==> config.mk <==
export PLATFORM = sky130hd
export DESIGN_NAME = coreDataPort
export DESIGN_NICKNAME = d
export VERILOG_FILES = /design/src/hw/tileMemPkg.sv /design/src/hw/coreDataPort.sv
export SDC_FILE = /design/constraint.sdc
export NUM_CORES = 1
export LEC_CHECK = 0
export ABC_AREA = 1
export BUFFER_PORTS_ARGS = -buffer_cell sky130_fd_sc_hd__buf_2
export CELL_PAD_IN_SITES_DETAIL_PLACEMENT = 1
export CELL_PAD_IN_SITES_GLOBAL_PLACEMENT = 1
export CORE_MARGIN = 8
export CORE_UTILIZATION = 29
export CTS_BUF_LIST = sky130_fd_sc_hd__clkbuf_16
export DETAILED_ROUTE_END_ITERATION = 7
export PLACE_DENSITY_LB_ADDON = 0.08
export SLEW_MARGIN = 20
export SYNTH_ARGS = -nofsm -noshare
export SYNTH_HDL_FRONTEND = slang
export SYNTH_SLANG_ARGS = --single-unit
==> constraint.sdc <==
create_clock -name Clock -period 3.2 [get_ports Clock]
set_input_delay 0.48 -clock Clock [delete_from_list [all_inputs] [get_ports Clock]]
set_output_delay 0.48 -clock Clock [all_outputs]
set_load 0.02 [all_outputs]
==> src/hw/tileMemPkg.sv <==
package tileMemPkg;

   // ============================================================
   // Widths and address map
   // ============================================================
   localparam int wordW       = 32;
   localparam int tileIdW     = 8;      // Address bits 31:24
   localparam int iMemAdrsMsb = 11;     // 1K words
   localparam int dMemAdrsMsb = 11;     // 1K words
   localparam int regionMsb   = 23;
   localparam int regionLsb   = 16;

   // Region field ranges, floor inclusive, roof exclusive
   localparam logic [7:0] iMemRegionFloor = 8'h00;
   localparam logic [7:0] iMemRegionRoof  = 8'h01;
   localparam logic [7:0] dMemRegionFloor = 8'h01;
   localparam logic [7:0] dMemRegionRoof  = 8'h02;

   localparam int fifoDepth = 2;        // Per outgoing queue

   // ============================================================
   // Fabric transaction
   // ============================================================
   typedef enum logic [1:0] {
      rd    = 2'b00,
      wr    = 2'b01,
      rdRsp = 2'b10
   } tOpcode;

   typedef struct packed {
      logic [wordW-1:0]   address;
      logic [wordW-1:0]   data;
      tOpcode             opcode;
      logic [tileIdW-1:0] requestorId; // Sender tile
   } tTileTrans;

endpackage

==> src/hw/coreDataPort.sv <==
module coreDataPort (
   input  logic                         Clock,
   input  logic                         rstN,
   input  logic [7:0]                   localTileId,
   // Core side
   input  logic [tileMemPkg::wordW-1:0] dMemAddressQ103H,
   input  logic [tileMemPkg::wordW-1:0] dMemWrDataQ103H,
   input  logic [3:0]                   dMemByteEnQ103H,
   input  logic                         dMemWrEnQ103H,
   input  logic                         dMemRdEnQ103H,
   // Local RAM port A
   output logic [tileMemPkg::wordW-1:0] ramWrData,
   output logic [3:0]                   ramByteEn,
   output logic                         ramWrEn,
   input  logic [tileMemPkg::wordW-1:0] ramRdData,
   // Fabric
   input  logic                         inFabricValid,
   input  tileMemPkg::tTileTrans        inFabric,
   output logic                         reqValid,
   output tileMemPkg::tTileTrans        reqTrans,
   input  logic                         reqFull,
   output logic                         dMemReady,
   output logic [tileMemPkg::wordW-1:0] dMemRdRspQ105H
);

   logic [tileMemPkg::tileIdW-1:0] tileIdQ103H;
   logic                           isLocalQ103H;
   logic [1:0]                     offsetQ103H;
   logic [1:0]                     offsetQ104H;
   logic                           outstandingRd;
   logic                           fabRspHitQ503H;
   logic                           fabRspValidQ504H;
   logic [tileMemPkg::wordW-1:0]   fabRspDataQ504H;
   logic                           readyQ104H;
   logic [tileMemPkg::wordW-1:0]   lastRamQ104H;
   logic [tileMemPkg::wordW-1:0]   ramHeldQ104H;
   logic [tileMemPkg::wordW-1:0]   loadQ104H;

   // ============================================================
   // Q103 decode and store alignment
   // ============================================================
   assign tileIdQ103H  = dMemAddressQ103H[tileMemPkg::wordW-1 -: tileMemPkg::tileIdW];
   assign isLocalQ103H = (tileIdQ103H == '0) || (tileIdQ103H == localTileId);
   assign offsetQ103H  = dMemAddressQ103H[1:0];
   assign ramWrData    = dMemWrDataQ103H << {offsetQ103H, 3'b000};
   assign ramByteEn    = dMemByteEnQ103H << offsetQ103H;
   assign ramWrEn      = dMemWrEnQ103H && isLocalQ103H;

   // Remote access, one read in flight at most
   assign reqValid = (dMemWrEnQ103H || dMemRdEnQ103H) && !isLocalQ103H && !outstandingRd;
   always_comb begin
      reqTrans.address     = dMemAddressQ103H;
      reqTrans.data        = dMemWrDataQ103H;
      reqTrans.requestorId = localTileId;
      if (dMemWrEnQ103H) reqTrans.opcode = tileMemPkg::wr;
      else               reqTrans.opcode = tileMemPkg::rd;
   end

   assign fabRspHitQ503H = outstandingRd && inFabricValid &&
                           (inFabric.opcode == tileMemPkg::rdRsp);
   assign dMemReady      = !outstandingRd && !reqFull;

   always_ff @(posedge Clock or negedge rstN) begin
      if (!rstN) begin
         outstandingRd    <= 1'b0;
         fabRspValidQ504H <= 1'b0;
         readyQ104H       <= 1'b1;
      end else begin
         if (fabRspHitQ503H)                           outstandingRd <= 1'b0; // Stall ends
         else if (dMemRdEnQ103H && !isLocalQ103H)      outstandingRd <= 1'b1;
         fabRspValidQ504H <= fabRspHitQ503H;
         readyQ104H       <= dMemReady;
      end
   end

   // ============================================================
   // Q104 load path
   // ============================================================
   always_ff @(posedge Clock) begin
      fabRspDataQ504H <= inFabric.data;
      if (dMemReady)  offsetQ104H  <= offsetQ103H;
      if (readyQ104H) lastRamQ104H <= ramRdData;   // Word kept over a stall
      if (dMemReady)  dMemRdRspQ105H <= loadQ104H; // Second cycle of latency
   end

   assign ramHeldQ104H = readyQ104H ? ramRdData : lastRamQ104H;
   assign loadQ104H    = fabRspValidQ504H ? fabRspDataQ504H :
                         ramHeldQ104H >> {offsetQ104H, 3'b000}; // Zero filled from top

endmodule

* Word level (Yosys, flattened, before mapping)
Index checks and enable logic that the tools add are counted.
** Word-level totals
- Register bits :: 101
- Bits of input ports :: 188
- Word-level logic and storage cells :: 31
** Cells by class
- Eq/ne operators :: 2
- Shift operators :: 3
- Multiplexer cells :: 5
- Reduce and logical (&&, ||, !) cells :: 14
** Operator list (count)
- $mux W32 :: 2
- $shl A32 B5 Y32 :: 1
- $shr A32 B5 Y32 :: 1
- $eq A8 B8 Y1 :: 1
- $logic_not A8 Y1 :: 1
- $logic_and A1 B1 Y1 :: 7
- $shl A4 B2 Y4 :: 1
- $logic_not A1 Y1 :: 3
- $mux W1 :: 3
- $eq A2 B2 Y1 const B :: 1
- $logic_or A1 B1 Y1 :: 2
- $reduce_bool A2 Y1 :: 1

* Longest topological paths before layout
- Depth after elaboration :: 6
- Mapped depth :: 8
- Gate-level depth less buffers :: 8

* Worst setup path after synthesis
No wires, ideal clock.
- Path type :: input to output
- From :: in reqFull
- To :: out dMemReady
- Arrival :: 2.196 ns
- Required time :: 2.720 ns
- Path slack :: 0.524 ns
- Stages :: 1
- Cell sequence :: nor2_1
** On the way
- Longest elaborated chain between the ends :: 2
** Ends and longest elaborated chain
- from (decl) :: line coreDataPort.sv:21 : input logic reqFull,
- $logic_not A1 Y1 :: line coreDataPort.sv:61 : assign dMemReady = !outstandingRd && !reqFull;
- $logic_and A1 B1 Y1 :: line coreDataPort.sv:61
- to (decl) :: line coreDataPort.sv:22 : output logic dMemReady,
Every way passes these cells.

* Final worst setup path
- From :: reg fabRspValidQ504H
- To :: reg dMemRdRspQ105H[26] (netlist bit), data pin
** On the way
- Longest elaborated chain between the ends :: 1
** Ends and longest elaborated chain
- from (decl) :: line coreDataPort.sv:32 : logic fabRspValidQ504H;
- from (signal assigned) :: line coreDataPort.sv:71 : fabRspValidQ504H <= fabRspHitQ503H;
- $mux W32 :: line coreDataPort.sv:87 : assign loadQ104H = fabRspValidQ504H ? fabRspDataQ504H :
- net loadQ104H, one bit :: line coreDataPort.sv:37 : logic [tileMemPkg::wordW-1:0] loadQ104H;
- to (signal assigned) :: line coreDataPort.sv:83 : if (dMemReady) dMemRdRspQ105H <= loadQ104H;
- to (decl) :: line coreDataPort.sv:23 : output logic [tileMemPkg::wordW-1:0] dMemRdRspQ105H
The timed path passes the listed nets, and every way through them passes these cells.
A chain may end at the register's enable or synchronous reset.

==> flow_summary.toml <==
[placement]
gp_congestion = 0.738
io_buffer_count = 247
place_inst = 966
dp_hpwl_um = 13500

[logic_synthesis]
yosys.area.top_type_share_pct = 25.8
synth_common_cells = "179 x nand2_1, 77 x buf_4, 64 x dfxtp_1"
yosysUniqueCellTypes = 36
synth.most_common_cell = "nand2_1"
syn_area_per_cell_um2 = 8.39
synth_flop_cell = "dfxtp_1"
synth_edf_count = 34
async_flop_share_pct = 2.97
syn_nets = 779
yosys_warnings = 0
ys_seq_area_share_pct = 48.0
synth_cells = 591
ys_ff_latch = 101
synth_top_area_cell = "dfxtp_1"
synth_area_um2 = 4960
synth_area_leaders = "dfxtp_1 26%, edfxtp_1 21%, nand2_1 14%, buf_4 12%, o21ai_0 3.4%"

[sta]
setup_viol = 0
maxSlewViolCount = 0
whs_ns = 0.228
timing.final.crit_share_pct = 63.7
fin_crit_ns = 2.04
fin_skew_ns = 0.0124
rsz0062_at_grt = "false"
hold_viol_final = 0
max_freq_mhz = 491
tightest_slew_ns = 0.751
fin_tns_setup_ns = 0
max_slew_margin_pct = 49.8

[global_route]
overflow = 0
grt_pass1_wl_um = 26700
grt_pass1_vias = 4882
grt_max_degree = 42
antenna_found_initial = 0
grtUsageTotal_pct = 15.5

[clock_network]
clockRootBuffer = "clkbuf_16"
clk_pin_slew_ns = 0.07
cts_resized = 0
clk_latency_ns = 0.35
cts_setup_buffers = 0
clk_path_buf_depth = 2
clock_sinks = 101
cts_hold_buf = 1
numCtsBuffers = 9
htree_levels = 3
cts_tree = "built"

[pwr]
p_leak_nw = 2.99
power.ir.vdd_worst_mv = 0.210
powerDensity_nw_per_um2 = 538
finalPower_w = 0.00326

[layout]
syn_to_final_growth_pct = 22.1
layout-drive-gt1-share_pct = 37.9
final_nets = 941
fin_util_pct = 35.6
fin_cells = 984

[route]
vias = 4357
drtIter0Drc = 140
drtPass1Iterations = 4
drc = 0
drtAntennaViolNets = 0
totalWireLength_um = 17100
post_drt_wl_per_cell_um = 17.4
routed_via_density = 4.43

[min_path]
hold_end = "fabRspDataQ504H[8]"
hold_path_startpoint = "inFabric[18]"
worstHoldPathType = "in -> reg"
whs_path_depth = 1

[worst_setup_path]
r2r_cells = 3
rrSetupSlack_ns = 1.16
timing.rr.end = "dMemRdRspQ105H[26]"
worstPathMaxFanout = 17
cp-start-kind = "flip-flop"
endpoint_kind = "flip-flop"
arrival_ns = 2.21
crit_required_ns = 3.38
crit_start = "fabRspValidQ504H"
r2r-start = "fabRspValidQ504H"
path_class = "reg -> reg"

[status]
outcome = "finished clean"

[floorplanning]
start_util_pct = 29.2
die_area_um2 = 21500
num_rows = 48
die_w_um = 147
die_h_um = 147
io_pins = 333
core_um2 = 17000

[job]
cap_violations = 0
==> worst max path at each step <==
| stage | to | slack, ns | depth (start not counted) |
|---|---|---|---|
| detailed placement | dMemRdRspQ105H[26] | 1.08 | 3 |
| CTS | dMemRdRspQ105H[31] | 1.06 | 3 |
| global route | dMemRdRspQ105H[27] | 0.98 | 3 |
| finish | dMemRdRspQ105H[26] | 1.16 | 3 |
| floorplan | dMemReady | 0.52 | 1 |
| global placement | dMemRdRspQ105H[30] | 1.10 | 3 |
==> critical path: stages (launching register included) <==
cell and delay (ns):
dfrtp_1 0.61, nor2_4 0.50, inv_1 0.46, o21ai_0 0.29
==> stage by stage <==
step	setup WS (ns)	cell area [um2]
final	1.16	6060
after global routing	0.976	6050
after CTS	1.06	6050
after global placement	1.10	5790
after detailed placement	1.08	5790
after floorplan	0.524	4960
==> where the power goes <==
group          leakage [nW]  switching [W]  internal, W
Sequential            0.888      0.0000455      0.00149
Combinational          1.96       0.000467     0.000282
Clock                 0.142       0.000457     0.000511
Total                  2.99       0.000969      0.00229
==> kinds of logic (layout without fill, tap and decap cells) <==
logic type | count (synthesis) | after routing | share of synthesized area, %
AO/OA/AOI/OAI | 109 | 109 | 13.3
flip-flops | 101 | 101 | 48.0
other | 1 | 2 | 0.0756
buffers and inverters | 141 | 308 | 18.0
multiplexers | 6 | 6 | 1.21
XOR/XNOR | 3 | 3 | 0.530
AND/OR/NAND/NOR | 230 | 230 | 18.9
==> flip-flops by register name, summed over array words and instances, names as in the netlist <==
signal / flops
offsetQ104H: 2
fabRspDataQ504H: 32
outstandingRd: 1
fabRspValidQ504H: 1
readyQ104H: 1
lastRamQ104H: 32
dMemRdRspQ105H: 32
==> layout make-up <==
type | instances | area (um2)
fill | 2112 | 10900
sequential | 101 | 2380
multi-input combinational | 349 | 1690
timing repair buffer | 255 | 1300
tap | 225 | 282
clock buffer | 9 | 225
inverter | 37 | 146
clock inverter | 7 | 28.8
antenna | 1 | 2.50
==> cell usage in the layout, fill, tap and decap left out, types with 2 or more instances in the layout <==
cell         n
nor2_1      27
dfxtp_1     64
clkbuf_16    9
buf_2      247
and2_1       2
edfxtp_1    34
o211ai_1    20
a21oi_1     23
xnor2_1      3
o221ai_1     5
inv_1       36
mux2i_1      6
a22oi_1      5
nand2_1    179
o22ai_1      2
o21ai_1     14
and2_4       9
o21ai_0     34
dfrtp_1      2
buf_4        7
nor3_1       4
nand3_1      6
clkinv_2     2
inv_2        4
nor2_4       2
o211ai_2     3
==> routing by layer <==
layer | part of all wire [%] | track usage, % | vias up
li1 | - | - | 2176
met1 | 40 | 16.8 | 2009
met2 | 50 | 27.7 | 160
met3 | 8.2 | 5.78 | 12
met4 | 1.1 | 4.48 | 0
met5 | 0 | 0 | -
Power figures use the tool's default switching activity.
