`config.mk`:
```
export PLATFORM = sky130hd
export DESIGN_NAME = transFifo
export DESIGN_NICKNAME = d
export VERILOG_FILES = /design/src/hw/tileMemPkg.sv /design/src/hw/transFifo.sv
export SDC_FILE = /design/constraint.sdc
export NUM_CORES = 1
export LEC_CHECK = 0
export ABC_AREA = 1
export BUFFER_PORTS_ARGS = -buffer_cell sky130_fd_sc_hd__buf_2
export CAP_MARGIN = 20
export CORE_MARGIN = 1.5
export CORE_UTILIZATION = 58
export CTS_BUF_LIST = sky130_fd_sc_hd__clkbuf_4
export CTS_CLUSTER_DIAMETER = 60
export DETAILED_ROUTE_END_ITERATION = 8
export GPL_ROUTABILITY_DRIVEN = 0
export PLACE_DENSITY = 0.87
export SYNTH_ARGS = -nofsm -noshare
export SYNTH_HDL_FRONTEND = slang
export SYNTH_SLANG_ARGS = --single-unit
```
`constraint.sdc`:
```
create_clock -name Clock -period 12.35 [get_ports Clock]
set_input_delay 0.6175 -clock Clock [delete_from_list [all_inputs] [get_ports Clock]]
set_output_delay 0.6175 -clock Clock [all_outputs]
set_load 0.05 [all_outputs]
```
`src/hw/tileMemPkg.sv`:
```
package tileMemPkg;

   // ============================================================
   // Widths and address map
   // ============================================================
   localparam int wordW       = 32;
   localparam int tileIdW     = 8;      // Address bits 31:24
   localparam int iMemAdrsMsb = 11;     // 1K words
   localparam int dMemAdrsMsb = 11;     // 1K words
   localparam int regionMsb   = 23;
   localparam int regionLsb   = 16;

   // Region field ranges, floor inclusive, roof exclusive
   localparam logic [7:0] iMemRegionFloor = 8'h00;
   localparam logic [7:0] iMemRegionRoof  = 8'h01;
   localparam logic [7:0] dMemRegionFloor = 8'h01;
   localparam logic [7:0] dMemRegionRoof  = 8'h02;

   localparam int fifoDepth = 2;        // Per outgoing queue

   // ============================================================
   // Fabric transaction
   // ============================================================
   typedef enum logic [1:0] {
      rd    = 2'b00,
      wr    = 2'b01,
      rdRsp = 2'b10
   } tOpcode;

   typedef struct packed {
      logic [wordW-1:0]   address;
      logic [wordW-1:0]   data;
      tOpcode             opcode;
      logic [tileIdW-1:0] requestorId; // Sender tile
   } tTileTrans;

endpackage

```
`src/hw/transFifo.sv`:
```
module transFifo #(
   parameter int depth = tileMemPkg::fifoDepth
) (
   input  logic                  Clock,
   input  logic                  rstN,
   input  logic                  push,
   input  tileMemPkg::tTileTrans pushData,
   input  logic                  pop,
   output tileMemPkg::tTileTrans popData,
   output logic                  full,
   output logic                  almostFull,
   output logic                  empty
);

   tileMemPkg::tTileTrans        entries [depth];
   logic [$clog2(depth)-1:0]     wrPtr;
   logic [$clog2(depth)-1:0]     rdPtr;
   logic [$clog2(depth+1)-1:0]   count;
   logic                         doPush;
   logic                         doPop;

   assign doPush = push && !full;    // Overflow dropped
   assign doPop  = pop && !empty;

   // Pointers and occupancy
   always_ff @(posedge Clock or negedge rstN) begin
      if (!rstN) begin
         wrPtr <= '0;
         rdPtr <= '0;
         count <= '0;
      end else begin
         if (doPush) wrPtr <= (wrPtr == ($clog2(depth))'(depth-1)) ? '0 : wrPtr + 1'b1;
         if (doPop)  rdPtr <= (rdPtr == ($clog2(depth))'(depth-1)) ? '0 : rdPtr + 1'b1;
         count <= count + doPush - doPop;
      end
   end

   always_ff @(posedge Clock) begin
      if (doPush) entries[wrPtr] <= pushData;
   end

   assign popData    = entries[rdPtr];  // Head visible before pop
   assign full       = (count == ($clog2(depth+1))'(depth));
   assign almostFull = (count >= ($clog2(depth+1))'(depth-1)); // One slot or none left
   assign empty      = (count == '0);

endmodule

```
* Yosys cells after proc, flatten, opt, wreduce, memory -nomap -nowiden
Memories as Yosys holds them, arrays and structs flattened.
Index checks and enable logic that the tools add are counted.
** Storage, ports and cells
- Register bits :: 4
- Bits in writable memories :: 148
- Bits of input ports :: 78
- Output and inout bits :: 77
- Memories kept :: 1
** Operators by class
- Add/subtract/negate cells :: 4
- $lt $le $gt $ge :: 1
- Equal/unequal tests :: 1
- Multiplexer cells :: 4
- Reduce and logical (&&, ||, !) cells :: 5
** Memories
- entries :: words 2, bits a word 74, rd ports 1, clocked after memory_dff 0, wr ports 1, RTL line transFifo.sv:15 : tileMemPkg::tTileTrans entries [depth];
** Operators by type and width (count)
- two-way mux 1 bit :: 4
- adder 1 bit (second input constant) :: 2
- adder 2 x 1 -> 2 bit :: 1
- == test 2 bit (second input constant) :: 1
- greater-or-equal comparator 2 x 1 -> 1 bit (second input constant) :: 1
- logical AND 1 bit :: 2
- logical NOT 1 bit :: 2
- logical NOT 2 bit :: 1
- subtractor 2 x 1 -> 2 bit :: 1

* Depth between registers and ports, before layout
Gate-level depths: netlist of the first run.
- Word-level depth :: 5
- Gate-level depth with buffers :: 10
- Depth with buffers taken out :: 10

* Least setup slack after synthesis of the first run
OpenSTA, ideal clock, no wires.
- Kind :: input -> register
- Start point :: input port push
- End point :: memory entries[1][0] (netlist bit), enable pin
- Library setup time :: 506 ps
- Arrival :: 3789 ps
- Required time :: 11844 ps
- Path slack :: 8054 ps
- Stages on the path :: 2
- Path buffers :: 0
- Path through :: nand2_1 -> nor2_1
** Between the ends
- Word-level cells in the longest chain between the ends :: 3
** Ends and longest elaborated chain
- start: declaration :: RTL line transFifo.sv:6 : input logic push,
- logical AND 1 bit :: RTL line transFifo.sv:22 : assign doPush = push && !full;
- two-way mux 1 bit :: RTL line transFifo.sv:39 : if (doPush) entries[wrPtr] <= pushData;
- two-way mux 1 bit (not written as such) :: RTL line transFifo.sv:39
- end: declaration :: RTL line transFifo.sv:15
Every way passes these cells.

==> metrics, run 1 <==
outcome=complete, no violations; xor/xnor share of the synthesized area=0%; Die Ht=101 µm; CTS tree=built; Routed Wire Length=10500 µm; clk sink count=152; CTS buffer count=17; setup TNS=0 ps; Hold Path Class=in -> reg; worst-case clock buffer depth=2; layout cells sized above 1=32.5%; DRT Pass-1 Iters=4; RSZ-0062 raised after global routing=false; Post-Syn Instances=420; Core Region=9280 µm²; Final WS setup=9410 ps; Via-to-Cell Ratio=4.92; # H-tree levels=4; Syn Area/Cell=13.3 µm²; main combinational cell family by area after synthesis=simple AND/OR/NAND/NOR gates; sequential area share after synthesis=81.1%; Clock Latency Late Sink=500 ps; Starting Density=60.4%; final hold violation count=0; detailed placement HPWL=6640 µm; Syn. warnings=0; global route overflow=0; Synthesized Nets=500; Layout Nets=663; arrival time worst endpoint=2320 ps; most common cell after layout, fill and taps aside=nand2_1; Synth Area in Compound Gates=0%; post-layout min period=2940 ps; FF+latch count, synth=152; Distinct cells, synth=11; std cell rows=35; Post-DRT Antenna Nets=0; cts repair resizes=0; Die X=101 µm; Period Utilization, post-route=23.8%; post-synthesis mux area share=0%; Highest Clock Rate=341 MHz; Setup crit end kind=output pin; ant diodes=0; first-pass GRT wire length=15700 µm; Mapped Area=5600 µm²; most frequent cells in the layout=nand2_1, buf_2, edfxtp_1; Crit Path Category=reg -> out; vias=3555; initial antenna violation count=0; overall die area=10300 µm²; worst hold margin=284 ps; slew margin rel.=36.6%; adder-cell share of the synthesized area=0.447%; initial DRC count=202; number of global-route vias before repair=3441; final core utilization=73.5%; Max Cap Viol=0; Final Max Tran Viols=0; simple logic cell fraction of the synthesized area=16.1%; final setup vio count=0; clk root buf=clkbuf_4; critical path data required time=11730 ps; Place WS=9670 ps; Worst Tran Pin Value=951 ps; Area Growth Syn to Fin=21.8%; PortBufs=154; largest net degree at the start of global routing=76; CP Launch Type=flip-flop; drt drc=0; CTS clk-pin slew, worst paths=130 ps; Worst Skew=12.6 ps; gr usage total=20.8%; CP Max Fanout=49; Routed WL per cell=14.5 µm; boundary pin count=155
[worst max-delay path: stages, from the launching register on]
cell and delay, ps:
dfrtp_2 420, inv_2 350, buf_4 520, nand2_1 110
nand2_1 100, buf_2 260
[metrics by stage]
stage | std cells | instance area [µm²]
2_1_floorplan | 420 | 5600
3_3_place_gp | 691 | 6480
3_5_place_dp | 691 | 6480
4_1_cts | 722 | 6800
5_1_grt | 723 | 6820
6_report | 723 | 6820
[routing by layer]
layer  vias up  GRT usage, %  routed length, µm
met5         -             0                  0
met4         0          7.16                143
met3        14          8.35                862
met2       137          34.6               5400
met1      1674          24.9               4060
li1       1730             -                  -
[Yosys cell counts]
library cell / n / area [µm²]
nand3_1: 3 / 15.0
inv_1: 10 / 37.5
ha_1: 2 / 25.0
nand2_1: 235 / 882
nor2_1: 1 / 3.75
inv_2: 1 / 3.75
buf_2: 10 / 50.1
edfxtp_1: 148 / 4440
buf_4: 5 / 37.5
dfrtp_1: 4 / 100
clkbuf_1: 1 / 3.75
[timing repair]
item | CTS | global route
hold buffers | 1 | 0
endpoints found under the setup margin | 0 | 0
endpoints found under the hold margin | 4 | 0
setup buffers | 0 | 0
[registers in the layout (all words and copies together), names as in the netlist]
signal and cells:
wrPtr 1, entries 148, rdPtr 1, count 2
[cell type report]
class                           count  area [µm²]
Fill cell                         619        2460
Multi-Input combinational cell    241         933
Tap cell                          129         161
Clock inverter                     12         176
Sequential cell                   152        4550
Timing Repair Buffer              160         831
Inverter                           11        41.3
Clock buffer                       18         135
[cell families (layout without fill, tap and decap cells)]
kind of cell             count (synthesis)  in the layout
adder cells (fa/ha/maj)                  2              2
AND/OR/NAND/NOR                        239            239
flip-flops                             152            152
buffers and inverters                   27            201
[worst paths after layout]
path	from	end	slack, ps	cells past startpoint
worst max-delay path	rdPtr$_DFFE_PN0P_	popData[26]	9410	5
worst min-delay path	pushData[0]	entries[0][0]$_DFFE_PP_	280	1
worst max register to register	count[0]$_DFF_PN0_	entries[0][53]$_DFFE_PP_	10440	5
worst min register to register	wrPtr$_DFFE_PN0N_	wrPtr$_DFFE_PN0N_	490	2
max in group asynchronous	rstN	rdPtr$_DFFE_PN0P_	11770	2
min in group asynchronous	rstN	wrPtr$_DFFE_PN0N_	440	2
Power of run 1 is not shown: default switching activity piles up to over one toggle a cycle in this logic, so the estimate is an artifact.
==> run 2, diff against run 1 <==
- ABC_AREA: 1 -> 0
- CORE_UTILIZATION: 58 -> 49
- PLACE_DENSITY: 0.87 -> 0.78
- clock period: 12.35 -> 2.5 ns (I/O delays scaled with it)
==> metrics, run 2 <==
outcome=complete, no violations; vias=3178 (-11%); adder-cell share of the synthesized area=0.435% (-0.011 points); Synth Flop Type=edfxtp_1; Max Cap Viol=0 (unchanged); global route overflow=0 (unchanged); setup TNS=0 ps (unchanged); CTS tree=built; ant diodes=0 (unchanged); ys async rst share=2.63% (unchanged); CP Max Fanout=18 (-63%); Largest regs=entries (148), count (2); initial DRC count=88 (-56%); Crit Path Category=reg -> out; Pwr per Cell Area=1260 nW/µm²; most flop-heavy register=entries; cts repair resizes=0 (unchanged); Highest Clock Rate=449 MHz; clk root buf=clkbuf_4; Starting Density=50.4% (-10 points); Routed Wire Length=10600 µm (+1.2%); clk sink count=152 (unchanged); slew margin rel.=72.4% (+36 points); initial antenna violation count=0 (unchanged); Routed WL per cell=16.2 µm (+12%); arrival time worst endpoint=2100 ps (-220 ps); Die X=111 µm (+9.9%); std cell rows=39 (+11%); Layout Nets=579 (-13%); top cells by area, synth=edfxtp_1, mux2_4, mux2_2; post-synthesis mux area share=17.8% (+18 points); Area Growth Syn to Fin=36.9%; sequential area share after synthesis=79.0% (-2.1 points); Setup crit end kind=output pin; PortBufs=154 (unchanged); Worst Tran Pin Value=413 ps (-537 ps); RSZ-0062 raised after global routing=false; Synth Area in Compound Gates=0% (unchanged); final setup vio count=0 (unchanged); first-pass GRT wire length=16200 µm (+3.1%); main combinational cell family by area after synthesis=multiplexers; EDFF count, synth=148 (unchanged); CTS clk-pin slew, worst paths=120 ps (about the same); Fill cells=764 (+23%); list of most frequent post-synthesis cells=edfxtp_1, mux2_4, mux2_2, buf_6, dfrtp_1; most frequent cells in the layout=buf_2, edfxtp_1, dlygate4sd3_1; overall die area=12400 µm² (+21%); Tot Pwr=9950 µW; critical path data required time=2380 ps (-9350 ps); Worst Skew=17.4 ps (+4.81 ps); Synth top area share=77.3% (-2.0 points); layout cells sized above 1=52.6% (+20 points); xor/xnor share of the synthesized area=0.609% (+0.61 points); CP Launch Type=flip-flop; DRT Pass-1 Iters=5 (+1); LEAKAGE=0.00315 µW; Period Utilization, post-route=89.0%; Post-DRT Antenna Nets=0 (unchanged); drt drc=0 (unchanged); simple logic cell fraction of the synthesized area=0.609% (-15 points); post-layout min period=2230 ps; gr usage total=17.5% (-3.3 points); boundary pin count=155 (unchanged); Largest register FFs=148 (unchanged); top cell type by total area after synthesis=edfxtp_1; Synthesized Nets=329 (-34%); Die Ht=111 µm (+9.9%); Worst VDD drop=0.000915 V; number of global-route vias before repair=3336 (-3.1%); Via-to-Cell Ratio=4.86 (-1.2%); Core Region=11400 µm² (+23%); Hold Path Class=in -> reg; Mapped Area=5750 µm² (+2.6%); largest net degree at the start of global routing=51 (-33%); Syn. warnings=0 (unchanged); Distinct cells, synth=16 (+5); worst-case clock buffer depth=2 (unchanged); detailed placement HPWL=5960 µm (-10%); most common cell after layout, fill and taps aside=buf_2; Syn Area/Cell=23.1 µm² (+73%); FF+latch count, synth=152 (unchanged); Post-Syn Instances=249 (-41%); # H-tree levels=4 (unchanged); Clock Latency Late Sink=520 ps (+20 ps); final core utilization=68.9% (-4.6 points); final hold violation count=0 (unchanged); Final Max Tran Viols=0 (unchanged); leading cell type by number of instances after synthesis=edfxtp_1; CTS buffer count=17 (unchanged)
run 2: cell count changes after synthesis, sizes merged, moves of 3 or more:
cell,previous run,this run
inv,11,3
nand2,235,1
buf,15,8
xnor2,0,3
nand3,3,0
mux2,0,74
run 2: critical path: stages (launching register included):
cell     delay [ps]
dfrtp_4         640
buf_4           380
mux2_4          340
buf_2           210
run 2: final timing paths:
check / end / startpoint / slack [ps] / cells past startpoint
hold / removal: entries[0][57]$_DFFE_PP_ / pushData[57] / 320 / 2
setup / recovery: popData[6] / rdPtr$_DFFE_PN0P_ / 270 / 3
max in group asynchronous: rdPtr$_DFFE_PN0P_ / rstN / 1790 / 3
min in group asynchronous: count[0]$_DFF_PN0_ / rstN / 500 / 3
hold reg to reg: count[1]$_DFF_PN0_ / count[1]$_DFF_PN0_ / 510 / 1
setup reg to reg: count[1]$_DFF_PN0_ / count[1]$_DFF_PN0_ / 780 / 7
run 2: timing repair:
action,CTS,global route
setup endpoints to repair,0,18
hold endpoints to repair,154,0
setup buffers,0,1
hold buffers,78,0
run 2: through the flow:
stage / setup slack (ps) / std cells / cell area [µm²] / hold WS [ps]
floorplan: 369 / 249 / 5760 / -171
global placement: 691 / 544 / 6720 / -62.7
detailed placement: 655 / 544 / 6720 / -58.8
CTS: 32.9 / 653 / 7840 / 254
global route: 133 / 654 / 7870 / 249
finish: 274 / 654 / 7870 / 317
run 2: area by class of cell:
class	instances	area, µm²	area share (%)
Clock buffer	19	143	1.81
Clock inverter	12	200	2.54
Inverter	3	11.3	0.143
Multi-Input combinational cell	86	1130	14.3
Sequential cell	152	4550	57.8
Tap cell	143	179	2.27
Timing Repair Buffer	239	1660	21.1
run 2: logic make-up after synthesis:
| group | Yosys count |
|---|---|
| adder cells (fa/ha/maj) | 2 |
| buffers and inverters | 11 |
| AND/OR/NAND/NOR | 6 |
| flip-flops | 152 |
| multiplexers | 74 |
| XOR/XNOR | 4 |
run 2: layer usage:
metal	GRT usage, %	vias up	wire [µm]
li1	-	1486	-
met1	19.7	1547	4060
met2	30.1	125	5600
met3	6.56	20	730
met4	7.09	0	197
met5	0	-	0
run 2: where the power goes:
| part | total (µW) | switching, µW | internal (µW) |
|---|---|---|---|
| logic | 4530 | 3050 | 1490 |
| clock network | 1720 | 807 | 912 |
| registers | 3690 | 214 | 3480 |
| total | 9950 | 4070 | 5880 |
Note: power is estimated with default switching activity, not from simulation.
