[src/hw/tileMemPkg.sv]
package tileMemPkg;

   // ============================================================
   // Widths and address map
   // ============================================================
   localparam int wordW       = 32;
   localparam int tileIdW     = 8;      // Address bits 31:24
   localparam int iMemAdrsMsb = 11;     // 1K words
   localparam int dMemAdrsMsb = 11;     // 1K words
   localparam int regionMsb   = 23;
   localparam int regionLsb   = 16;

   // Region field ranges, floor inclusive, roof exclusive
   localparam logic [7:0] iMemRegionFloor = 8'h00;
   localparam logic [7:0] iMemRegionRoof  = 8'h01;
   localparam logic [7:0] dMemRegionFloor = 8'h01;
   localparam logic [7:0] dMemRegionRoof  = 8'h02;

   localparam int fifoDepth = 2;        // Per outgoing queue

   // ============================================================
   // Fabric transaction
   // ============================================================
   typedef enum logic [1:0] {
      rd    = 2'b00,
      wr    = 2'b01,
      rdRsp = 2'b10
   } tOpcode;

   typedef struct packed {
      logic [wordW-1:0]   address;
      logic [wordW-1:0]   data;
      tOpcode             opcode;
      logic [tileIdW-1:0] requestorId; // Sender tile
   } tTileTrans;

endpackage

[src/hw/fabricTarget.sv]
module fabricTarget (
   input  logic                         Clock,
   input  logic                         rstN,
   input  logic [7:0]                   localTileId,
   input  logic                         inFabricValid,
   input  tileMemPkg::tTileTrans        inFabric,
   output logic                         iMemWrEn,
   output logic                         dMemWrEn,
   input  logic [tileMemPkg::wordW-1:0] iMemRdData,
   input  logic [tileMemPkg::wordW-1:0] dMemRdData,
   output logic                         rspValid,
   output tileMemPkg::tTileTrans        rspTrans
);

   logic [7:0]                   regionQ503H;
   logic                         iMemHitQ503H;
   logic                         dMemHitQ503H;
   logic                         iMemHitQ504H;
   logic                         dMemHitQ504H;
   logic [tileMemPkg::wordW-1:0] rspAddressQ504H;
   logic [7:0]                   rspTileIdQ504H;

   // ============================================================
   // Region decode, Q503
   // ============================================================
   assign regionQ503H  = inFabric.address[tileMemPkg::regionMsb:tileMemPkg::regionLsb];
   assign iMemHitQ503H = (regionQ503H >= tileMemPkg::iMemRegionFloor) &&
                         (regionQ503H <  tileMemPkg::iMemRegionRoof);
   assign dMemHitQ503H = (regionQ503H >= tileMemPkg::dMemRegionFloor) &&
                         (regionQ503H <  tileMemPkg::dMemRegionRoof);
   assign iMemWrEn = iMemHitQ503H && inFabricValid && (inFabric.opcode == tileMemPkg::wr);
   assign dMemWrEn = dMemHitQ503H && inFabricValid && (inFabric.opcode == tileMemPkg::wr);

   always_ff @(posedge Clock or negedge rstN) begin
      if (!rstN) begin
         rspValid     <= 1'b0;
         iMemHitQ504H <= 1'b0;
         dMemHitQ504H <= 1'b0;
      end else begin
         rspValid     <= inFabricValid && (inFabric.opcode == tileMemPkg::rd);
         iMemHitQ504H <= iMemHitQ503H;
         dMemHitQ504H <= dMemHitQ503H;
      end
   end

   // Response header, routed back to requestor
   always_ff @(posedge Clock) begin
      rspAddressQ504H <= {inFabric.requestorId, inFabric.address[tileMemPkg::regionMsb:0]};
      rspTileIdQ504H  <= localTileId;
   end

   // Q504 response, RAM word arrives now
   always_comb begin
      rspTrans.address     = rspAddressQ504H;
      rspTrans.opcode      = tileMemPkg::rdRsp;
      rspTrans.requestorId = rspTileIdQ504H;
      rspTrans.data        = iMemHitQ504H ? iMemRdData :
                             dMemHitQ504H ? dMemRdData : '0;  // Unmapped reads zero
   end

endmodule

[config.mk]
export PLATFORM = sky130hd
export DESIGN_NAME = fabricTarget
export DESIGN_NICKNAME = d
export VERILOG_FILES = /design/src/hw/tileMemPkg.sv /design/src/hw/fabricTarget.sv
export SDC_FILE = /design/constraint.sdc
export NUM_CORES = 1
export LEC_CHECK = 0
export BUFFER_PORTS_ARGS = -buffer_cell sky130_fd_sc_hd__buf_2
export CAP_MARGIN = 20
export CORE_AREA = 2 2 87 89
export CTS_CLUSTER_DIAMETER = 30
export DETAILED_ROUTE_END_ITERATION = 6
export DIE_AREA = 0 0 89 91
export GPL_TIMING_DRIVEN = 1
export PLACE_DENSITY = 0.64
export SYNTH_ARGS = -nofsm -noshare
export SYNTH_HDL_FRONTEND = slang
export SYNTH_SLANG_ARGS = --single-unit
[constraint.sdc]
create_clock -name Clock -period 1.5 [get_ports Clock]
set_input_delay 0.3 -clock Clock [delete_from_list [all_inputs] [get_ports Clock]]
set_output_delay 0.3 -clock Clock [all_outputs]
set_load 0.1 [all_outputs]
# After elaboration in Yosys (flattened, before gate mapping)
# Cells that the tools add are included.
[word_totals]
latch_bits = 0
register_bits = 43
elab_cells = 20
inputBits = 149
out_inout_bits = 77
ramBits = 0
mem_count = 0
rom_bits = 0
[classes]
reduce_logical = 8
order_cmp = 4
bitwise = 0
muxes = 2
shifts = 0
n_mul = 0
eq_ne = 1
n_div = 0
n_addsub = 0
[op_table]
columns = ["cell", "n"]
rows = [
  ["$mux 32", 2],
  ["$ge 8x1->1 const B", 2],
  ["$lt 8x1->1 const B", 1],
  ["$lt 8x2->1 const B", 1],
  ["$logic_and 1x1->1", 7],
  ["$eq 2x1->1 const B", 1],
  ["$logic_not 2->1", 1],
]

# Longest topological paths before layout
# Gate-level depths: netlist (run 1).
[depth]
ltp_word = 4
ltp_mapped = 4
depth_no_buf = 2

# Worst setup path after synthesis (run 1)
# Ideal clock, no wire load.
[synth_path]
path_type = "in2out"
from = "in inFabric[65] (netlist bit)"
to = "out dMemWrEn"
t_arrival_ns = 3.768
required_time_ns = 1.200
cell_stages = 2
path_slack_ns = -2.568
cell_sequence = "or4_4 nor4_1"
[synth_via]
elab_chain_len = 4
elab_cells_between_ends = 5
[synth_lines]
columns = ["element", "line_no", "source"]
rows = [
  ["start: declaration", "fabricTarget.sv:6", "input tileMemPkg::tTileTrans inFabric,"],
  ["$ge 8x1->1 / $lt 8x2->1 (equally long branches)", "fabricTarget.sv:29, fabricTarget.sv:30", ""],
  ["$logic_and 1x1->1 *", "fabricTarget.sv:29", "assign dMemHitQ503H = (regionQ503H >= tileMemPkg::dMemRegionFloor) &&"],
  ["$logic_and 1x1->1 * (2 in a row)", "fabricTarget.sv:32", "assign dMemWrEn = dMemHitQ503H && inFabricValid && (inFabric.opcode == tileMemPkg::wr);"],
  ["end: declaration", "fabricTarget.sv:8", "output logic dMemWrEn,"],
]
# Mark *: on every way between the ends. The rest lies on a longest branch, timed or not.

==> run_results.csv, run 1 <==
group,metric,value,unit
clocking,tritoncts_num_sinks,43,
floorplanning,top_level_ports,226,
global_route,antenna_found_initial,0,
synth,share_of_the_yosys_chip_area_belonging_to_registers,0.686,
synth,avgSynthCellArea,13.0,µm²
global_route,grt_first_pass_wirelength,8040,µm
sta,finalCritPeriodShare,1.20,
power,power_leakage,0.00177,µW
power,vdd_ir_drop_max,762,µV
finish,drive_gt1_frac,0.827,
finish,nets_finish,442,
floorplanning,starting_utilization_of_the_core_area,0.179,
floorplanning,die_height,91,µm
sta,timing.final.max_slew_violations,0,
floorplanning,core_area,7140,µm²
routing,firstDrtPassIters,3,
power,design_power_total,2910,µW
routing,drtIter0Drc,17,
worst_setup_path,setup.worst_path.start_class,"flop",
status,violations_in_the_final_reports,"negative setup slack",
synth,mappedNetlistArea,1280,µm²
finish,diodes,0,
clocking,clk_pin_slew,90,ps
global_route,grt.met2_usage,0.252,
placed_design,placed_cell_area,3150,µm²
routing,drcViolationCount,0,
routing,antenna_violating_nets_post_route,0,
sta,layout_setup_ws,-304,ps
global_route,number_of_global_route_vias_before_repair,1814,
sta,grt_setup_unrepaired,"yes",
global_route,maximum_number_of_pins_on_one_net_before_global_route_repair,15,
synth,postSynthRegisterBits,43,
synth,netlist.top_cell.by_area,"dfxtp_1",
global_route,routing_layer_with_the_top_usage_in_global_route,"met2",
sta,setup-violations-final,34,
floorplanning,design.die.area,8100,µm²
global_route,grt_util_met3,0.0500,
hold_path,hold_path_class,"primary input to flop",
routing,via_count,1593,
sta,finalSetupTns,-9250,ps
routing,route.detailed.vias_per_inst,4.05,
clocking,root_buffer,"clkbuf_8",
power,powerDensity,836,nW/µm²
synth,postSynth.topFlopCell,"dfxtp_1",
routing,wl_per_cell,13.8,µm
global_route,grt_usage,0.130,
sta,timing.fmax,0.554,GHz
synth,synth_cell_types,17,
synth,synth_async_sr_flop_share,0.0698,
finish,area_growth_from_synthesis_to_layout,172,%
worst_setup_path,worst_ep_arrival_time,1500,ps
synth,synth_commonest_cells,"dfxtp_1, a22o_1, clkbuf_1",
clocking,tritoncts,"yes",
placed_design,gp_routability_congestion,0.769,
clocking,ctsLongestPathBuffers,2,
synth,postSynthCellCount,98,
clocking,ctsHtreeMaxLevel,2,
synth,synth_edf_count,0,
sta,period_needed,1800,ps
hold_path,whs_path_depth,1,
placed_design,port_buffers,183,
flow_run,maxCapViolations,0,
routing,postRouteWirelength,5440,µm
sta,finalHoldViolCount,0,
synth,yosysMostFrequentCell,"dfxtp_1",
global_route,grt_remaining_overflow,0,
synth,synth-warning-count,0,
global_route,grtUsageMet1,0.119,
hold_path,min_from,"inFabric[47]",
finish,finish.instance_area,3480,µm²
floorplanning,overall_die_width,89,µm
synth,synth.area.top_cells,"dfxtp_1, a22o_1, dfrtp_1",
placed_design,dp_hpwl,4410,µm
worst_setup_path,timing.critical_path.required,1200,ps
hold_path,hold_end,"rspAddressQ504H[5]",
status,status,"complete, but fails checks",
worst_setup_path,timing_worst_setup_path_type,"flop to output port",
clocking,cts_made_buffers,5,
worst_setup_path,crit_path_max_fo,10,
synth,syn-num-nets,247,
synth,synth_largest_type_area_fraction,0.627,
floorplanning,std_cell_rows,31,
worst_setup_path,crit_path_end_kind,"output port",
[worst max-delay path by stage]
stage                  from      endpoint  slack, ps
6_report       dMemHitQ504H  rspTrans[12]       -300
5_1_grt        iMemHitQ504H  rspTrans[12]       -350
4_1_cts        inFabric[65]      iMemWrEn       -330
3_5_place_dp   inFabric[65]      dMemWrEn       -320
3_3_place_gp   inFabric[65]      dMemWrEn       -310
2_1_floorplan  inFabric[65]      dMemWrEn       -780
[stage by stage]
step                setup WS (ps)  hold slack (ps)  utilization  std cells
finish                       -304              104        0.488        393
global route                 -355             86.2        0.488        393
CTS                          -330             90.0        0.490        394
detailed placement           -323             99.1        0.441        376
global placement             -315             95.5        0.441        376
floorplan                    -777             4.41            -         98
[worst max-delay path, cell delays in order (launching register included)]
cell     delay, ps
dfrtp_1        400
nor2b_4        150
buf_12         140
buf_12         140
a22o_4         230
buf_12         160
[power breakdown]
part	internal [µW]	total, µW	leakage [µW]	switching (µW)
registers	1200	1210	0.000377	12.8
logic	167	741	0.00133	574
clock network	548	954	0.0000618	406
[area by class of cell]
type                            count  area (µm²)
Clock inverter                      2        38.8
Clock buffer                        6        82.6
Multi-Input combinational cell     45         686
Tap cell                           99         124
Fill cell                         656        3660
Inverter                            1        3.75
Timing Repair Buffer              197        1670
Sequential cell                    43         877
[cell families (layout without fill, tap and decap cells)]
logic type             after synthesis  after routing  share of synthesized area
and+or+nand+nor                     11             11                     0.0539
DFF                                 43             43                      0.686
AOI/OAI and AO/OA                   32             32                      0.216
other                                2              2                    0.00588
buffers and inverters               10            206                     0.0382
[layer usage]
layer  share of wire  up-vias
li1                -      746
met1            0.33      715
met2            0.53      127
met3            0.14        5
met4           0.012        0
met5               0        -
[registers in the layout, indices dropped and copies added (netlist names)]
register	flops
dMemHitQ504H	1
iMemHitQ504H	1
rspAddressQ504H	32
rspTileIdQ504H	8
rspValid	1
[layout by cell type (no fill, tap or decap), types with 2 or more instances in the layout]
cell,Yosys,layout
buf_12,0,39
buf_4,2,2
nor3_1,2,2
dfrtp_1,3,2
conb_1,2,2
a22o_4,0,31
dfxtp_1,40,40
buf_6,0,5
clkbuf_8,0,6
buf_16,0,2
nor4_4,0,2
buf_2,3,147
[timing repair]
action | in CTS | in global routing
gates cloned | 3 | 0
resized for setup | 18 | 2
hold buffers | 1 | 0
buffers inserted | 6 | 0
setup endpoints to repair | 34 | 34
hold endpoints to repair | 3 | 0
pin swaps | 5 | 5
Power figures use the tool's default switching activity.
==> run 2: changes to the inputs <==
--- a/config.mk
+++ b/config.mk
@@ -9,8 +9,10 @@
 export CAP_MARGIN = 20
-export CORE_AREA = 2 2 87 89
+export CELL_PAD_IN_SITES_DETAIL_PLACEMENT = 2
+export CELL_PAD_IN_SITES_GLOBAL_PLACEMENT = 2
+export CORE_MARGIN = 2
+export CORE_UTILIZATION = 11
 export CTS_CLUSTER_DIAMETER = 30
 export DETAILED_ROUTE_END_ITERATION = 6
-export DIE_AREA = 0 0 89 91
 export GPL_TIMING_DRIVEN = 1
-export PLACE_DENSITY = 0.64
+export PLACE_DENSITY = 0.82
 export SYNTH_ARGS = -nofsm -noshare
--- a/constraint.sdc
+++ b/constraint.sdc
@@ -3,2 +3,2 @@
 set_output_delay 0.3 -clock Clock [all_outputs]
-set_load 0.1 [all_outputs]
+set_load 0.01 [all_outputs]
==> run 2 against run 1 <==
Maximum frequency grew 6.0%. Die area grew 54%. Sequential share of layout area grew 7.2 points. Flip-flop and latch count is the same. Utilization shrank 25 points. Non-clock buffer count grew 1. The run still ends with negative setup slack left. Cell area shrank 22%. Hold slack gained 14 ps. Critical endpoint is now rspTrans[32]. First-iteration DRC count grew 71%.
==> run_results.csv, run 2 (same netlist as run 1, synthesis figures left out) <==
group,metric,value,unit
status,status,"complete, but fails checks",
status,violations_in_the_final_reports,"negative setup slack",
sta,finalCritPeriodShare,1.13,
finish,area_growth_from_synthesis_to_layout,112,%
global_route,grt.met2_usage,0.156,
worst_setup_path,crit_path_end_kind,"output port",
finish,multi_input_combinational_cell_area,390,µm²
worst_setup_path,worst_ep_arrival_time,1400,ps
routing,antenna_violating_nets_post_route,0,
clocking,clk_pin_slew,60,ps
routing,drcViolationCount,0,
finish,largest_reg_flops,32,
worst_setup_path,cp_slowest_cell,"dfrtp_1",
sta,setup-violations-final,33,
routing,firstDrtPassIters,4,
routing,via_count,1622,
clocking,tritoncts_num_sinks,43,
power,powerDensity,930,nW/µm²
worst_setup_path,critPathMaxStageDelay,380,ps
finish,diodes,0,
global_route,number_of_global_route_vias_before_repair,1736,
routing,drtIter0Drc,29,
clocking,ctsLongestPathBuffers,2,
global_route,grtUsageMet1,0.0831,
floorplanning,starting_utilization_of_the_core_area,0.112,
finish,layout.cells.most_common,"buf_2",
routing,wl_per_cell,13.9,µm
floorplanning,die_height,112,µm
placed_design,port_buffers,183,
sta,timing.fmax,0.588,GHz
hold_path,min_from,"inFabric[5]",
finish,top_regs,"rspAddressQ504H x32, rspTileIdQ504H x8",
global_route,maximum_number_of_pins_on_one_net_before_global_route_repair,32,
worst_setup_path,crit_path_start,"dMemHitQ504H",
finish,top_register,"rspAddressQ504H",
routing,route.detailed.vias_per_inst,3.70,
sta,period_needed,1700,ps
clocking,root_buffer,"clkbuf_16",
clocking,tritoncts,"yes",
placed_design,dp_hpwl,4790,µm
floorplanning,top_level_ports,226,
floorplanning,std_cell_rows,39,
global_route,antenna_found_initial,0,
finish,finish.utilization,0.238,
placed_design,gp_routability_congestion,0.670,
worst_setup_path,setup.worst_path.start_class,"flop",
sta,finalSetupTns,-5760,ps
finish,nets_finish,443,
sta,finalHoldViolCount,0,
floorplanning,design.die.area,12500,µm²
clocking,cts_made_buffers,5,
flow_run,maxCapViolations,0,
worst_setup_path,worstSetupEndpoint,"rspTrans[32]",
clocking,ctsHtreeMaxLevel,2,
sta,hold_ws,118,ps
worst_setup_path,cell_chain_critical_path,"nor2b_4, buf_12, clkbuf_16, a22o_1, buf_2",
power,vdd_ir_drop_max,915,µV
floorplanning,overall_die_width,112,µm
sta,layout_setup_ws,-201,ps
worst_setup_path,timing.critical_path.required,1200,ps
finish,area_taken_by_flip_flops_and_latches,877,µm²
finish,most-common-layout-cells,"buf_2, dfxtp_1, a22o_1, buf_4, clkbuf_16",
placed_design,pre_cts_slack,-244,ps
global_route,grt_remaining_overflow,0,
sta,grt_setup_unrepaired,"yes",
routing,postRouteWirelength,6080,µm
floorplanning,core_area,11400,µm²
global_route,routing_layer_with_the_top_usage_in_global_route,"met2",
power,power_leakage,0.00146,µW
global_route,grt_first_pass_wirelength,8510,µm
hold_path,hold_path_class,"primary input to flop",
worst_setup_path,timing_worst_setup_path_type,"flop to output port",
worst_setup_path,crit_path_max_fo,8,
global_route,grt_util_met3,0.0435,
finish,nFillCells,1294,
global_route,grt_usage,0.0854,
sta,timing.final.max_slew_violations,0,
finish,drive_gt1_frac,0.708,
-- run 2: changes by cell type in the layout (fill, tap and decap cells not counted), moves of 2 or more --
cell,delta
buf_16,-2
buf_4,+6
clkbuf_16,+7
buf_12,-37
clkbuf_8,-6
buf_2,+34
a22o_4,-31
a22o_1,+31
-- run 2: layout make-up --
type,count,area share
clock buffers,6,0.0477
clock inverters,2,0.00463
inverters,1,0.00139
multi-input cells,45,0.144
flip-flops and latches,43,0.325
well taps,143,0.0662
repair buffers,198,0.411
-- run 2: where the power goes --
part / internal [µW] / switching [µW]
Sequential: 1200 / 14.3
Clock: 613 / 406
Combinational: 158 / 121
Total: 1970 / 541
-- run 2: worst min-delay path by stage --
stage | endpoint | slack [ps] | cells past startpoint
floorplan | dMemHitQ504H | 4 | 0
global placement | rspValid | 90 | 1
detailed placement | rspValid | 100 | 1
CTS | rspAddressQ504H[29] | 110 | 1
global route | rspAddressQ504H[29] | 110 | 1
finish | rspAddressQ504H[29] | 120 | 1
-- run 2: what timing repair did --
item                                   in CTS  in global routing
pin swaps                                   1                  3
gates cloned                                0                  3
setup buffers                               0                  3
endpoints found under the hold margin       3                  0
resized for setup                           5                  5
hold buffers                                1                  0
setup endpoints to repair                  33                 33
-- run 2: critical path, delay by kind of cell, from the launching register on --
kind	cells	cell delay (ps)
simple gates	1	130
compound gates	1	180
flops	1	380
buf+inv	3	430
-- run 2: per-layer routing --
layer	wire [µm]	up-vias
li1	-	746
met1	2010	720
met2	3070	151
met3	920	5
met4	72	0
met5	0	-
-- run 2: metrics by stage --
step | instance area (µm²) | cells | power [µW]
global placement | 2400 | 423 | 1500
global route | 2700 | 438 | 2640
detailed placement | 2400 | 423 | 1510
floorplan | 1280 | 98 | 1290
finish | 2700 | 438 | 2510
CTS | 2580 | 432 | 2550
